### config.mk
export PLATFORM = sky130hd
export DESIGN_NAME = periph_irq_top
export DESIGN_NICKNAME = d
export VERILOG_FILES = /design/src/common/irq_pkg.sv /design/src/common/periph_bus_if.sv /design/src/design/periph_irq_top.sv /design/src/design/periph_bus_decoder.sv /design/src/design/machine_timer.sv /design/src/plic/plic.sv /design/src/plic/irq_gateway.sv
export VERILOG_INCLUDE_DIRS = /design/src /design/src/common
export SDC_FILE = /design/constraint.sdc
export NUM_CORES = 1
export LEC_CHECK = 0
export ABC_AREA = 1
export BUFFER_PORTS_ARGS = -buffer_cell sky130_fd_sc_hd__buf_2
export CAP_MARGIN = 10
export CORE_MARGIN = 1
export CORE_UTILIZATION = 30
export DETAILED_ROUTE_END_ITERATION = 16
export PLACE_DENSITY = 0.55
export REMOVE_ABC_BUFFERS = 1
export SETUP_SLACK_MARGIN = 0.3
export SLEW_MARGIN = 10
export SYNTH_ARGS = -nofsm -noshare
export SYNTH_HDL_FRONTEND = slang
export SYNTH_HIERARCHICAL = 1
export SYNTH_SLANG_ARGS = --single-unit
### constraint.sdc
create_clock -name clk -period 2.7 [get_ports clk]
set_clock_uncertainty 0.05 [all_clocks]
set_input_delay 0.135 -clock clk [delete_from_list [all_inputs] [get_ports clk]]
set_output_delay 0.135 -clock clk [all_outputs]
set_load 0.01 [all_outputs]
### src/common/irq_defs.svh
`ifndef IRQ_DEFS_SVH
`define IRQ_DEFS_SVH

// ********************
// Interrupt sources
// ********************

`define IRQ_COUNT       8               // Sources 1 to 8.
`define IRQ_ID_W        4               // Id 0 means no interrupt.

// ********************
// Address map
// ********************

`define PLIC_REGION     8'h0C           // Address bits 31 to 24.
`define TIMER_REGION    8'h02

`define PLIC_CLAIM_OFS  24'h000000      // Read only.
`define PLIC_PEND_OFS   24'h001000      // Read only.
`define PLIC_ENABLE_OFS 24'h002000

`define TMR_CMP_LO_OFS  24'h004000
`define TMR_CMP_HI_OFS  24'h004004
`define TMR_TIME_LO_OFS 24'h00BFF8
`define TMR_TIME_HI_OFS 24'h00BFFC

`endif
### src/common/irq_pkg.sv
`include "irq_defs.svh"

package irq_pkg;

    // ********************
    // Gateway
    // ********************

    // Request life cycle of one interrupt source.
    typedef enum logic [1:0] {
        GATE_IDLE    = 2'd0,    // Waiting for the line to rise.
        GATE_PENDING = 2'd1,    // Request forwarded, not yet acked.
        GATE_SERVICE = 2'd2     // Acked, waiting for the line to drop.
    } gate_state_e;

    // ********************
    // Bus decode
    // ********************

    typedef enum logic [1:0] {
        TGT_NONE  = 2'd0,       // Unmapped region, reads as zero.
        TGT_PLIC  = 2'd1,
        TGT_TIMER = 2'd2
    } bus_target_e;

    // ********************
    // Interrupt ids
    // ********************

    typedef logic [`IRQ_ID_W-1:0] irq_id_t;

endpackage

### src/common/periph_bus_if.sv
interface periph_bus_if;

    logic        en;        // Access strobe.
    logic [3:0]  we;        // Byte-write mask, zero for a read.
    logic [23:0] addr;      // Offset inside the region.
    logic [31:0] wdata;
    logic [31:0] rdata;     // Registered, valid the cycle after a read.

    // Decoder side.
    modport initiator (
        output en,
        output we,
        output addr,
        output wdata,
        input  rdata
    );

    // Register block side.
    modport target (
        input  en,
        input  we,
        input  addr,
        input  wdata,
        output rdata
    );

endinterface

### src/design/periph_irq_top.sv
`include "irq_defs.svh"

module periph_irq_top (
    input  logic                    clk,
    input  logic                    reset,

    // Peripheral bus from the core.
    input  logic                    bus_en_i,
    input  logic [3:0]              bus_we_i,
    input  logic [31:0]             bus_addr_i,
    input  logic [31:0]             bus_wdata_i,
    output logic [31:0]             bus_rdata_o,

    // Interrupt lines and core handshake.
    input  logic [`IRQ_COUNT:2]     ext_irq_i,
    input  logic                    iack_i,
    output logic                    irq_o
);

    logic                mtip;
    logic [`IRQ_COUNT:1] raw_lines;
    logic [`IRQ_COUNT:1] gate_req;
    logic [`IRQ_COUNT:1] plic_ack;

    periph_bus_if plic_bus ();
    periph_bus_if timer_bus ();

    assign raw_lines = {ext_irq_i, mtip};      // Timer is source 1.

    periph_bus_decoder decoder_i (
        .clk         (clk),
        .reset       (reset),
        .bus_en_i    (bus_en_i),
        .bus_we_i    (bus_we_i),
        .bus_addr_i  (bus_addr_i),
        .bus_wdata_i (bus_wdata_i),
        .bus_rdata_o (bus_rdata_o),
        .plic_bus    (plic_bus.initiator),
        .timer_bus   (timer_bus.initiator)
    );

    machine_timer timer_i (
        .clk    (clk),
        .reset  (reset),
        .bus    (timer_bus.target),
        .mtip_o (mtip)
    );

    irq_gateway gateway_i (
        .clk         (clk),
        .reset       (reset),
        .irq_lines_i (raw_lines),
        .iack_i      (plic_ack),
        .req_o       (gate_req)
    );

    plic plic_i (
        .clk    (clk),
        .reset  (reset),
        .bus    (plic_bus.target),
        .irq_i  (gate_req),
        .iack_i (iack_i),
        .iack_o (plic_ack),
        .irq_o  (irq_o)
    );

endmodule

### src/design/periph_bus_decoder.sv
`include "irq_defs.svh"

module periph_bus_decoder
    import irq_pkg::*;
(
    input  logic            clk,
    input  logic            reset,

    input  logic            bus_en_i,
    input  logic [3:0]      bus_we_i,
    input  logic [31:0]     bus_addr_i,
    input  logic [31:0]     bus_wdata_i,
    output logic [31:0]     bus_rdata_o,

    periph_bus_if.initiator plic_bus,
    periph_bus_if.initiator timer_bus
);

    bus_target_e target;
    bus_target_e read_tgt_q;

    always_comb begin
        case (bus_addr_i[31:24])
            `PLIC_REGION:  target = TGT_PLIC;
            `TIMER_REGION: target = TGT_TIMER;
            default:       target = TGT_NONE;
        endcase
    end

    // Strobe goes only to the selected region.
    assign plic_bus.en     = bus_en_i && (target == TGT_PLIC);
    assign plic_bus.we     = bus_we_i;
    assign plic_bus.addr   = bus_addr_i[23:0];
    assign plic_bus.wdata  = bus_wdata_i;

    assign timer_bus.en    = bus_en_i && (target == TGT_TIMER);
    assign timer_bus.we    = bus_we_i;
    assign timer_bus.addr  = bus_addr_i[23:0];
    assign timer_bus.wdata = bus_wdata_i;

    // ********************
    // Read return
    // ********************

    always_ff @(posedge clk) begin
        if (reset) begin
            read_tgt_q <= TGT_NONE;
        end else if (bus_en_i && (bus_we_i == 4'b0000)) begin
            read_tgt_q <= target;               // Writes leave the last read in place.
        end
    end

    always_comb begin
        case (read_tgt_q)
            TGT_PLIC:  bus_rdata_o = plic_bus.rdata;
            TGT_TIMER: bus_rdata_o = timer_bus.rdata;
            default:   bus_rdata_o = '0;
        endcase
    end

    target_excl_a: assert property (@(posedge clk) disable iff (reset)
        !(plic_bus.en && timer_bus.en));

endmodule

### src/design/machine_timer.sv
`include "irq_defs.svh"

module machine_timer (
    input  logic        clk,
    input  logic        reset,

    periph_bus_if.target bus,

    output logic        mtip_o
);

    logic [63:0] mtime_q;
    logic [63:0] mtimecmp_q;
    logic [63:0] mtime_inc;
    logic        bus_wr;
    logic        bus_rd;

    // Replace the bytes selected by be, keep the rest.
    function automatic logic [31:0] merge_bytes(input logic [31:0] old_word,
                                                input logic [31:0] new_word,
                                                input logic [3:0]  be);
        logic [31:0] result;
        result = old_word;
        for (int b = 0; b < 4; b++) begin
            if (be[b]) begin
                result[8*b +: 8] = new_word[8*b +: 8];
            end
        end
        return result;
    endfunction

    assign mtime_inc = mtime_q + 64'd1;
    assign bus_wr    = bus.en && (bus.we != 4'b0000);
    assign bus_rd    = bus.en && (bus.we == 4'b0000);

    // ********************
    // Counter and compare
    // ********************

    always_ff @(posedge clk) begin
        if (reset) begin
            mtime_q    <= '0;
            mtimecmp_q <= '1;                   // Keeps mtip low out of reset.
        end else begin
            mtime_q <= mtime_inc;
            if (bus_wr) begin
                case (bus.addr)
                    `TMR_TIME_LO_OFS: mtime_q[31:0]  <= merge_bytes(mtime_inc[31:0],
                                                                    bus.wdata, bus.we);
                    `TMR_TIME_HI_OFS: mtime_q[63:32] <= merge_bytes(mtime_inc[63:32],
                                                                    bus.wdata, bus.we);
                    `TMR_CMP_LO_OFS:  mtimecmp_q[31:0]  <= merge_bytes(mtimecmp_q[31:0],
                                                                       bus.wdata, bus.we);
                    `TMR_CMP_HI_OFS:  mtimecmp_q[63:32] <= merge_bytes(mtimecmp_q[63:32],
                                                                       bus.wdata, bus.we);
                    default: ;
                endcase
            end
        end
    end

    assign mtip_o = (mtime_q >= mtimecmp_q);   // Level, held until cmp moves.

    always_ff @(posedge clk) begin
        if (reset) begin
            bus.rdata <= '0;
        end else if (bus_rd) begin
            case (bus.addr)
                `TMR_TIME_LO_OFS: bus.rdata <= mtime_q[31:0];
                `TMR_TIME_HI_OFS: bus.rdata <= mtime_q[63:32];
                `TMR_CMP_LO_OFS:  bus.rdata <= mtimecmp_q[31:0];
                `TMR_CMP_HI_OFS:  bus.rdata <= mtimecmp_q[63:32];
                default:          bus.rdata <= '0;
            endcase
        end
    end

endmodule

### src/plic/plic.sv
`include "irq_defs.svh"

module plic
    import irq_pkg::*;
(
    input  logic                    clk,
    input  logic                    reset,

    periph_bus_if.target            bus,

    input  logic [`IRQ_COUNT:1]     irq_i,
    input  logic                    iack_i,
    output logic [`IRQ_COUNT:1]     iack_o,
    output logic                    irq_o
);

    logic [`IRQ_COUNT:1] pend_q;
    logic [`IRQ_COUNT:1] enable_q;
    logic [`IRQ_COUNT:1] active;
    logic [`IRQ_COUNT:1] ack_next;
    irq_id_t             winner;
    irq_id_t             claim_q;
    logic                bus_wr;
    logic                bus_rd;

    // ********************
    // Pending and winner
    // ********************

    always_ff @(posedge clk) begin
        if (reset) begin
            pend_q <= '0;
        end else begin
            pend_q <= irq_i;                // Gateway requests, one cycle late.
        end
    end

    assign active = pend_q & enable_q;

    // Scan downwards so the lowest active id is the last one written.
    always_comb begin
        winner = '0;
        for (int i = `IRQ_COUNT; i >= 1; i--) begin
            if (active[i]) begin
                winner = irq_id_t'(i);
            end
        end
    end

    assign irq_o = (|active) & ~iack_i;     // Dropped during the ack cycle.

    // ********************
    // Claim and acknowledge
    // ********************

    always_comb begin
        ack_next = '0;
        for (int i = 1; i <= `IRQ_COUNT; i++) begin
            ack_next[i] = iack_i && (winner == irq_id_t'(i));
        end
    end

    always_ff @(posedge clk) begin
        if (reset) begin
            claim_q <= '0;
            iack_o  <= '0;
        end else begin
            iack_o <= ack_next;             // One-hot of the captured id.
            if (iack_i) begin
                claim_q <= winner;
            end
        end
    end

    // ********************
    // Register map
    // ********************

    assign bus_wr = bus.en && (bus.we != 4'b0000);
    assign bus_rd = bus.en && (bus.we == 4'b0000);

    always_ff @(posedge clk) begin
        if (reset) begin
            enable_q  <= '0;
            bus.rdata <= '0;
        end else begin
            if (bus_wr && (bus.addr == `PLIC_ENABLE_OFS)) begin
                enable_q <= bus.wdata[`IRQ_COUNT:1];
            end
            if (bus_rd) begin
                case (bus.addr)
                    `PLIC_CLAIM_OFS:  bus.rdata <= {{(32-`IRQ_ID_W){1'b0}}, claim_q};
                    `PLIC_PEND_OFS:   bus.rdata <= {{(31-`IRQ_COUNT){1'b0}}, pend_q, 1'b0};
                    `PLIC_ENABLE_OFS: bus.rdata <= {{(31-`IRQ_COUNT){1'b0}}, enable_q, 1'b0};
                    default:          bus.rdata <= '0;
                endcase
            end
        end
    end

    // ********************
    // Checks
    // ********************

    ack_onehot_a: assert property (@(posedge clk) disable iff (reset)
        $onehot0(iack_o));

    // A single iack_i pulse from the core yields a single ack cycle.
    ack_single_a: assert property (@(posedge clk) disable iff (reset)
        (|iack_o) |=> (iack_o == '0));

endmodule

### src/plic/irq_gateway.sv
`include "irq_defs.svh"

module irq_gateway
    import irq_pkg::*;
(
    input  logic                    clk,
    input  logic                    reset,

    input  logic [`IRQ_COUNT:1]     irq_lines_i,
    input  logic [`IRQ_COUNT:1]     iack_i,
    output logic [`IRQ_COUNT:1]     req_o
);

    gate_state_e state_q [`IRQ_COUNT:1];

    always_ff @(posedge clk) begin
        if (reset) begin
            for (int i = 1; i <= `IRQ_COUNT; i++) begin
                state_q[i] <= GATE_IDLE;
            end
        end else begin
            for (int i = 1; i <= `IRQ_COUNT; i++) begin
                case (state_q[i])
                    GATE_IDLE: begin
                        if (irq_lines_i[i]) begin
                            state_q[i] <= GATE_PENDING;     // Forward one request.
                        end
                    end
                    GATE_PENDING: begin
                        if (iack_i[i]) begin
                            state_q[i] <= GATE_SERVICE;
                        end
                    end
                    GATE_SERVICE: begin
                        // Rearm only once the level has gone away.
                        if (!irq_lines_i[i]) begin
                            state_q[i] <= GATE_IDLE;
                        end
                    end
                    default: state_q[i] <= GATE_IDLE;
                endcase
            end
        end
    end

    always_comb begin
        for (int i = 1; i <= `IRQ_COUNT; i++) begin
            req_o[i] = (state_q[i] == GATE_PENDING);
        end
    end

    // The controller only acks a source whose request it latched.
    ack_when_pending_a: assert property (@(posedge clk) disable iff (reset)
        (iack_i & ~req_o) == '0);

endmodule

==> Yosys cells after proc, flatten, opt, wreduce, memory -nomap -nowiden <==
Memory sizes are Yosys's and may differ from the RTL's.
Cells that the tools add are included.
{ "totals": {"latch_bits": 0, "regBits": 222, "ramBits": 16, "memories": 1, "mem_bits_ro": 0, "word_cells": 311} }
{ "classes": {"n_eq_ne": 36, "n_addsub": 1, "n_reduce_logical": 44, "bitwise_logic": 35, "shift": 0, "n_mux": 177, "order_cmp": 1, "n_div": 0, "n_mul": 0} }
{ "mem_list": {"columns": ["name", "words", "word_bits", "rd", "rd_clocked_by_memory_dff", "wr", "line_no", "rtl"], "rows": [
  ["gateway_i.state_q", 8, 2, 8, 0, 8, "irq_gateway.sv:14", "gate_state_e state_q [`IRQ_COUNT:1];"]
]} }
{ "op_table": {"columns": ["cell", "count"], "rows": [
  ["32-bit one-hot mux with 4 select lines", 1],
  ["1-bit 2-to-1 mux", 122],
  ["64-bit by 1-bit adder with 64-bit output, second input constant", 1],
  ["64-bit >= comparator", 1],
  ["2-bit 2-to-1 mux", 32],
  ["32-bit 2-to-1 mux", 2],
  ["64-bit 2-to-1 mux", 1],
  ["8-bit 2-to-1 mux", 8],
  ["32-bit one-hot mux with 2 select lines", 1],
  ["24-bit by 15-bit equality test with 1-bit output, second input constant", 2],
  ["24-bit by 16-bit equality test with 1-bit output, second input constant", 2],
  ["4-bit 2-to-1 mux", 8],
  ["1-bit bitwise OR", 32],
  ["9-bit one-hot mux with 3 select lines", 1],
  ["24-bit by 13-bit equality test with 1-bit output, second input constant", 1],
  ["24-bit by 14-bit equality test with 1-bit output, second input constant", 1],
  ["24-bit logical NOT", 1],
  ["3-bit AND reduction", 8],
  ["3-bit OR reduction", 8],
  ["2-bit by 1-bit equality test with 1-bit output, second input constant", 10],
  ["2-bit equality test, second input constant", 10],
  ["4-bit by 3-bit equality test with 1-bit output, second input constant", 4],
  ["1-bit logical AND", 16],
  ["2-bit logical NOT", 8],
  ["12 further kinds", 13]
]} }

==> Longest topological paths before layout <==
Gate-level depths: netlist of the first run.
{ "logic_depth": {"depth_word": 11, "depth_mapped": 18, "mapped_depth_nobuf": 18} }

==> Cells and area by module <==
The synthesis of the first run kept the hierarchy.
{ "by_module_without_submodules": {"columns": ["mod", "area_each_um2", "cells_per_inst", "seq_area_each_um2", "n_inst"], "rows": [
  ["machine_timer", 10929.2, 1704, 3203.1, 1],
  ["plic", 1825.5, 266, 740.7, 1],
  ["periph_bus_decoder", 1657.8, 259, 40.0, 1],
  ["irq_gateway", 945.9, 124, 480.5, 1]
]} }

==> Least setup slack after synthesis of the first run <==
No wires, ideal clock.
{ "synth_path": {"kind": "reg-to-reg", "start": "reg timer_i.mtimecmp_q[55]", "end": "reg gateway_i/state_q[0][0] (netlist name)", "path_stages_with_launch": 12, "slack_ns": 0.797, "arrival_ns": 1.551, "path_buffers": 0, "synth_period_minus_slack_ns": 1.903, "setup_time_ns": 0.302, "cell_sequence": "dfxtp_1 > inv_1 > ha_1 > nand2_1 > nor2_1 > nand4_1 > nor2_1 > and3_1 > nand3_1 > nand3_1 > nand2_1 > nand4_1"} }
{ "synth_lines": {"columns": ["item", "line_no", "rtl"], "rows": [
  ["from (decl)", "machine_timer.sv:13", "logic [63:0] mtimecmp_q;"],
  ["from (signal assigned)", "machine_timer.sv:54", "`TMR_CMP_HI_OFS: mtimecmp_q[63:32] <= merge_bytes(mtimecmp_q[63:32],"]
]} }

==> flow_metrics.tcl, run 1 <==
set metrics [dict create \
    clock_tree.buffer_depth 3 \
    cts_buffers 26 \
    numPortBuffers 111 \
    cell_at_the_root_of_the_clock_tree "clkbuf_16" \
    grt_pass1_vias 14400 \
    clkLatencyLatePin_ns 0.59 \
    die_x_um 227 \
    total_of_max_cap_violations 0 \
    critical_path.max_stage_delay_ns 0.47 \
    fin_cells 3073 \
    utilization_pct 34.4 \
    clock_tree_from_tritoncts "yes" \
    design.portCount 112 \
    std_cell_rows 82 \
    worstPathRequired_ns 2.94 \
    final-hold-violation-count 0 \
    via_count 15200 \
    drt-total-wl_mm 54.6 \
    length_of_the_first_detailed_routing_pass_in_iterations 5 \
    setup_viol 0 \
    worstPathCellList "ha_1, a21oi_1, o21ai_0, a21oi_1, nor2_1, nor2_2, nand3_2, nand2_1, nand2_1, nand4_1" \
    timing.critical_path.to_type "flip-flop" \
    timing.critical_path.buf_inv 0 \
    layout-drive-gt1-share_pct 13.7 \
    min_path_type "in -> reg" \
    worst_path_dominant_cell_family "simple AND/OR/NAND/NOR gates" \
    critPathLaunchType "flip-flop" \
    post-place-cells 2976 \
    dr.first_iter.drc_count 1143 \
    route.detailed.wl_per_inst_um 17.8 \
    die_area_um2 51500 \
    start_util_pct 30.3 \
    gr-total-overflow 0 \
    rsz0062_at_grt "no" \
    slew_viol_final 0 \
    cellPowerDensity_nw_per_um2 416 \
    cts_htree_levels 1 \
    post_drt_via_cell_ratio 4.94 \
    path_max_fanout 5 \
    num_antenna_cells 0 \
    synthToLayoutAreaGrowth_pct 13.5 \
    clkTransAtPathRegs_ns 0.06 \
    dr_drc_count 0 \
    die_height_um 227 \
    netlist_instances 2329 \
    critPathArrivalTime_ns 2.52 \
    gr-usage-all-layers_pct 21.0 \
    synth_warnings 6 \
    clock-sinks 215 \
    post-route-period-util_pct 84.8 \
    setup_cp_type "reg -> reg" \
    max_clock_freq_ghz 0.437 \
    hpwlAfterDp_mm 42.5 \
    finalCriticalPeriod_ns 2.29 \
    post_synthesis_average_cell_area_um2 6.52 \
    postRouteAntennaNets 0 \
    cellLeakagePower_nw 8.06 \
    cts_setup_buffers 0 \
    tns_ns 0 \
    core_um2 50100 \
    final_weighted_congestion_of_routability_driven_global_placement 0.989 \
    grt_pass1_wl_mm 83.5 \
    slew_headroom_pct 45.6 \
    placed_cell_area_um2 15800 \
    nNetsFinal 2531 \
    max_slew.worst_pin.slew_ns 0.807 \
    layout.filler_cells 5519 \
    antenna_violations_before_repair 0 \
    post_synth_instance_area_um2 15200 \
    worst_path_max_delay_cell "dfxtp_1" \
    run_status "completed" \
    grt_max_degree 109 \
    worst_case_vdd_ir_drop_mv 0.504 \
    layout.cell_area.non_filler_um2 17200 \
]
==> per-layer routing <==
layer / GRT usage (%) / up-vias / wire length, um
li1: - / 7567 / -
met1: 28.4 / 7208 / 25200
met2: 36.4 / 367 / 26300
met3: 2.00 / 46 / 2190
met4: 4.07 / 0 / 907
met5: 0 / - / 0
==> path summary, 6_finish.rpt <==
path | startpoint | endpoint | slack (ns) | cells after the start
setup / recovery | timer_i/mtime_q[35] | gateway_i/state_q[0][0] | 0.41 | 10
hold / removal | bus_addr_i[12] | plic_i/bus.rdata[0] | 0.03 | 6
setup reg to reg | timer_i/mtime_q[35] | gateway_i/state_q[0][0] | 0.41 | 10
hold reg to reg | timer_i/bus.rdata[21] | timer_i/bus.rdata[21] | 0.42 | 2
==> power breakdown <==
group          switching [mW]  total (mW)  leakage (nW)  internal [mW]
Sequential             0.0252        3.27          1.78           3.24
Clock                    1.53        3.46         0.405           1.93
Combinational           0.272       0.430          5.87          0.159
Total                    1.83        7.16          8.06           5.33
==> sequential cells by signal, indices dropped and copies added, names as in the netlist <==
signal,flops
timer_i/mtime_q,64
timer_i/mtimecmp_q,64
timer_i/bus.rdata,32
gateway_i/state_q,16
plic_i/bus.rdata,9
plic_i/enable_q,8
plic_i/iack_o,8
plic_i/pend_q,8
plic_i/claim_q,4
decoder_i/read_tgt_q,2
==> final cells by class <==
class                      instances  area (um^2)  area share [%]
sequential                       215         4470            26.0
timing repair buffer             213         1530            8.89
clock buffer                      29          682            3.96
clock inverter                    15          151           0.879
inverter                         250          941            5.46
tap                              672          841            4.88
multi-input combinational       1679         8610            50.0
==> worst register-to-register path, cell delays in order, from the launching register on <==
cell and delay [ns]:
dfxtp_1 0.47, ha_1 0.30, a21oi_1 0.12, o21ai_0 0.16
a21oi_1 0.26, nor2_1 0.10, nor2_2 0.13, nand3_2 0.15
nand2_1 0.10, nand2_1 0.05, nand4_1 0.10
==> what timing repair did <==
item	in CTS	in global routing
resized for setup	5	27
endpoints found under the hold margin	177	0
endpoints found under the setup margin	3	35
pin swaps	0	2
hold buffers	53	0
==> layout by cell type (no fill, tap or decap), types with 33 or more instances in the layout <==
cell type / instances
o21ai_1: 35
nand2_1: 623
nand4_1: 102
a21oi_1: 124
a21oi_2: 33
buf_4: 44
buf_2: 110
o21ai_0: 55
inv_1: 237
nor2_1: 260
ha_1: 65
dfxtp_1: 193
o211ai_1: 64
dlygate4sd3_1: 53
nand3_1: 151
==> stage by stage <==
| stage | setup WS (ns) | power [mW] | hold WS, ns |
|---|---|---|---|
| 2_1_floorplan | -0.672 | 3.51 | 0.154 |
| 3_3_place_gp | 0.177 | 3.70 | 0.350 |
| 3_5_place_dp | 0.184 | 3.71 | 0.363 |
| 4_1_cts | 0.323 | 7.24 | 0.00729 |
| 5_1_grt | 0.276 | 7.43 | 0.0629 |
| 6_report | 0.411 | 7.16 | 0.0343 |
No activity file was read; power rests on OpenSTA's default activity.
==> inputs of run 2 (changes only) <==
==> constraint.sdc (replaced) <==
create_clock -name clk -period 2.2 [get_ports clk]
set_clock_uncertainty 0.05 [all_clocks]
set_input_delay 0.11 -clock clk [delete_from_list [all_inputs] [get_ports clk]]
set_output_delay 0.11 -clock clk [all_outputs]
set_load 0.01 [all_outputs]
==> run 2 against run 1 <==
Net effect: clock-buffer cell count grew 12; via count up 4.8%; largest cell class unchanged; register-to-register slack got worse by 0.36 ns; sequential share of layout area down 3.5 points; utilization is 6.2 points higher; combinational power rose by 36%; sequential power is 23% higher; global-route usage up 0.76 points; first-iteration DRC count fell by 2.8%.
==> flow_metrics.tcl, run 2 (same netlist as run 1, synthesis figures left out) <==
set metrics [dict create \
    power_switching_share_pct 24.1 \
    finalCriticalPeriod_ns 2.15 \
    clock-sinks 215 \
    min_path_type "in -> reg" \
    rsz0062_at_grt "yes" \
    max_clock_freq_ghz 0.465 \
    worst_case_vdd_ir_drop_mv 0.568 \
    numPortBuffers 111 \
    clkLatencyLatePin_ns 0.58 \
    path_max_fanout 2 \
    clock_tree.buffer_depth 3 \
    route.detailed.wl_per_inst_um 17.7 \
    clock_tree_from_tritoncts "yes" \
    num_antenna_cells 0 \
    critical_path.max_stage_delay_ns 0.37 \
    tns_ns 0 \
    layout.cells.most_common_list "nand2_1, inv_1, nor2_1, buf_4, nand3_1" \
    grt_max_degree 58 \
    antenna_violations_before_repair 0 \
    clkTransAtPathRegs_ns 0.06 \
    post-route-period-util_pct 97.8 \
    power.share.combinational_pct 6.2 \
    die_height_um 227 \
    gr-usage-all-layers_pct 21.8 \
    grt_pass1_wl_mm 86.1 \
    seq_power_share_pct 42.3 \
    cell_at_the_root_of_the_clock_tree "clkbuf_16" \
    critPathLaunchType "flip-flop" \
    via_count 15900 \
    met3_wire_len_mm 2.69 \
    start_util_pct 30.3 \
    max_slew.worst_pin.slew_ns 0.705 \
    slew_viol_final 0 \
    post_drt_via_cell_ratio 4.91 \
    run_status "completed" \
    layout_commonest_cell "nand2_1" \
    setup_viol 0 \
    post-place-cells 3093 \
    design.portCount 112 \
    synthToLayoutAreaGrowth_pct 33.9 \
    die_area_um2 51500 \
    hpwlAfterDp_mm 43.0 \
    dr.first_iter.drc_count 1111 \
    final_weighted_congestion_of_routability_driven_global_placement 1.00 \
    met2_wirelength_mm 27.3 \
    utilization_pct 40.6 \
    total_of_max_cap_violations 0 \
    setup_cp_type "reg -> reg" \
    critPathArrivalTime_ns 2.38 \
    length_of_the_first_detailed_routing_pass_in_iterations 5 \
    drt-met1-wl_mm 25.8 \
    die_x_um 227 \
    nNetsFinal 2696 \
    fin_cells 3242 \
    cell_internal_pwr_mw 7.19 \
    pwr-share-clk_pct 51.5 \
    slew_headroom_pct 52.5 \
    postRouteAntennaNets 0 \
    largest_registers "timer_i/mtime_q (64), timer_i/mtimecmp_q (64), timer_i/bus.rdata (32)" \
    grt_pass1_vias 14900 \
    dr.max_layer_used "met4" \
    switching_power_mw 2.28 \
    dr_drc_count 0 \
    cellLeakagePower_nw 9.76 \
    final-hold-violation-count 0 \
    worstPathCellList "inv_1, ha_1, nand4_1, nor4_4, buf_4, nand3_2, nand3_2, nand2_1, nand2_1, nand4_1" \
    timing.critical_path.to_type "flip-flop" \
    cts_buffers 27 \
    gr-total-overflow 0 \
    cts_htree_levels 1 \
    std_cell_rows 82 \
    core_um2 50100 \
    worstPathRequired_ns 2.43 \
    worst_path_max_delay_cell "nor4_4" \
    cellPowerDensity_nw_per_um2 466 \
    drt-total-wl_mm 57.5 \
    layout.filler_cells 5264 \
    layout-drive-gt1-share_pct 30.9 \
]
-- run 2: critical path, delay by kind of cell (launching register included) --
| kind | cells | cell delay, ns |
|---|---|---|
| fa+ha+maj | 1 | 0.30 |
| buf+inv | 2 | 0.22 |
| flops | 1 | 0.32 |
| simple gates | 7 | 0.97 |
-- run 2: power groups by stage --
stage | clock (mW) | sequential [mW] | combinational (mW)
2_1_floorplan | 0 | 4.09 | 0.213
3_3_place_gp | 0 | 4.09 | 0.462
3_5_place_dp | 0 | 4.10 | 0.475
4_1_cts | 4.99 | 4.01 | 0.572
5_1_grt | 5.13 | 4.01 | 0.649
6_report | 4.88 | 4.01 | 0.584
-- run 2: per-layer routing --
layer,track usage [%],up-vias
met5,0,-
met4,6.84,0
met3,2.25,92
met2,36.7,401
met1,29.2,7523
li1,-,7897
-- run 2: what timing repair did --
action	CTS	global route
endpoints found under the setup margin	63	148
pin swaps	45	109
buffers inserted	12	32
hold buffers	53	0
endpoints found under the hold margin	187	0
gates resized for setup	170	312
cloned	3	0
-- run 2: area by class of cell --
class / instances / area (um^2) / share of cell area [%]
multi-input combinational: 1679 / 9970 / 49.1
sequential: 215 / 4560 / 22.4
timing repair buffer: 377 / 3020 / 14.9
inverter: 250 / 946 / 4.65
tap: 672 / 841 / 4.14
clock buffer: 41 / 840 / 4.13
clock inverter: 8 / 141 / 0.696
-- run 2: per-stage QoR --
| step | power, mW | worst slack [ns] | hold WS [ns] | cell area (um^2) |
|---|---|---|---|---|
| 2_1_floorplan | 4.30 | -1.15 | 0.129 | 13900 |
| 3_3_place_gp | 4.56 | -0.159 | 0.343 | 16700 |
| 3_5_place_dp | 4.57 | -0.232 | 0.346 | 16700 |
| 4_1_cts | 9.57 | 0.0432 | 0.00575 | 19000 |
| 5_1_grt | 9.79 | -0.0659 | 0.0570 | 20300 |
| 6_report | 9.47 | 0.0492 | 0.0222 | 20300 |
-- run 2: worst paths after layout --
check / start / depth (start not counted) / slack (ns) / end
setup reg to reg: timer_i/mtimecmp_q[17] / 10 / 0.05 / gateway_i/state_q[0][1]
setup / recovery: timer_i/mtimecmp_q[17] / 10 / 0.05 / gateway_i/state_q[0][1]
hold / removal: bus_we_i[3] / 5 / 0.02 / decoder_i/read_tgt_q[1]
hold reg to reg: plic_i/bus.rdata[6] / 2 / 0.42 / plic_i/bus.rdata[6]
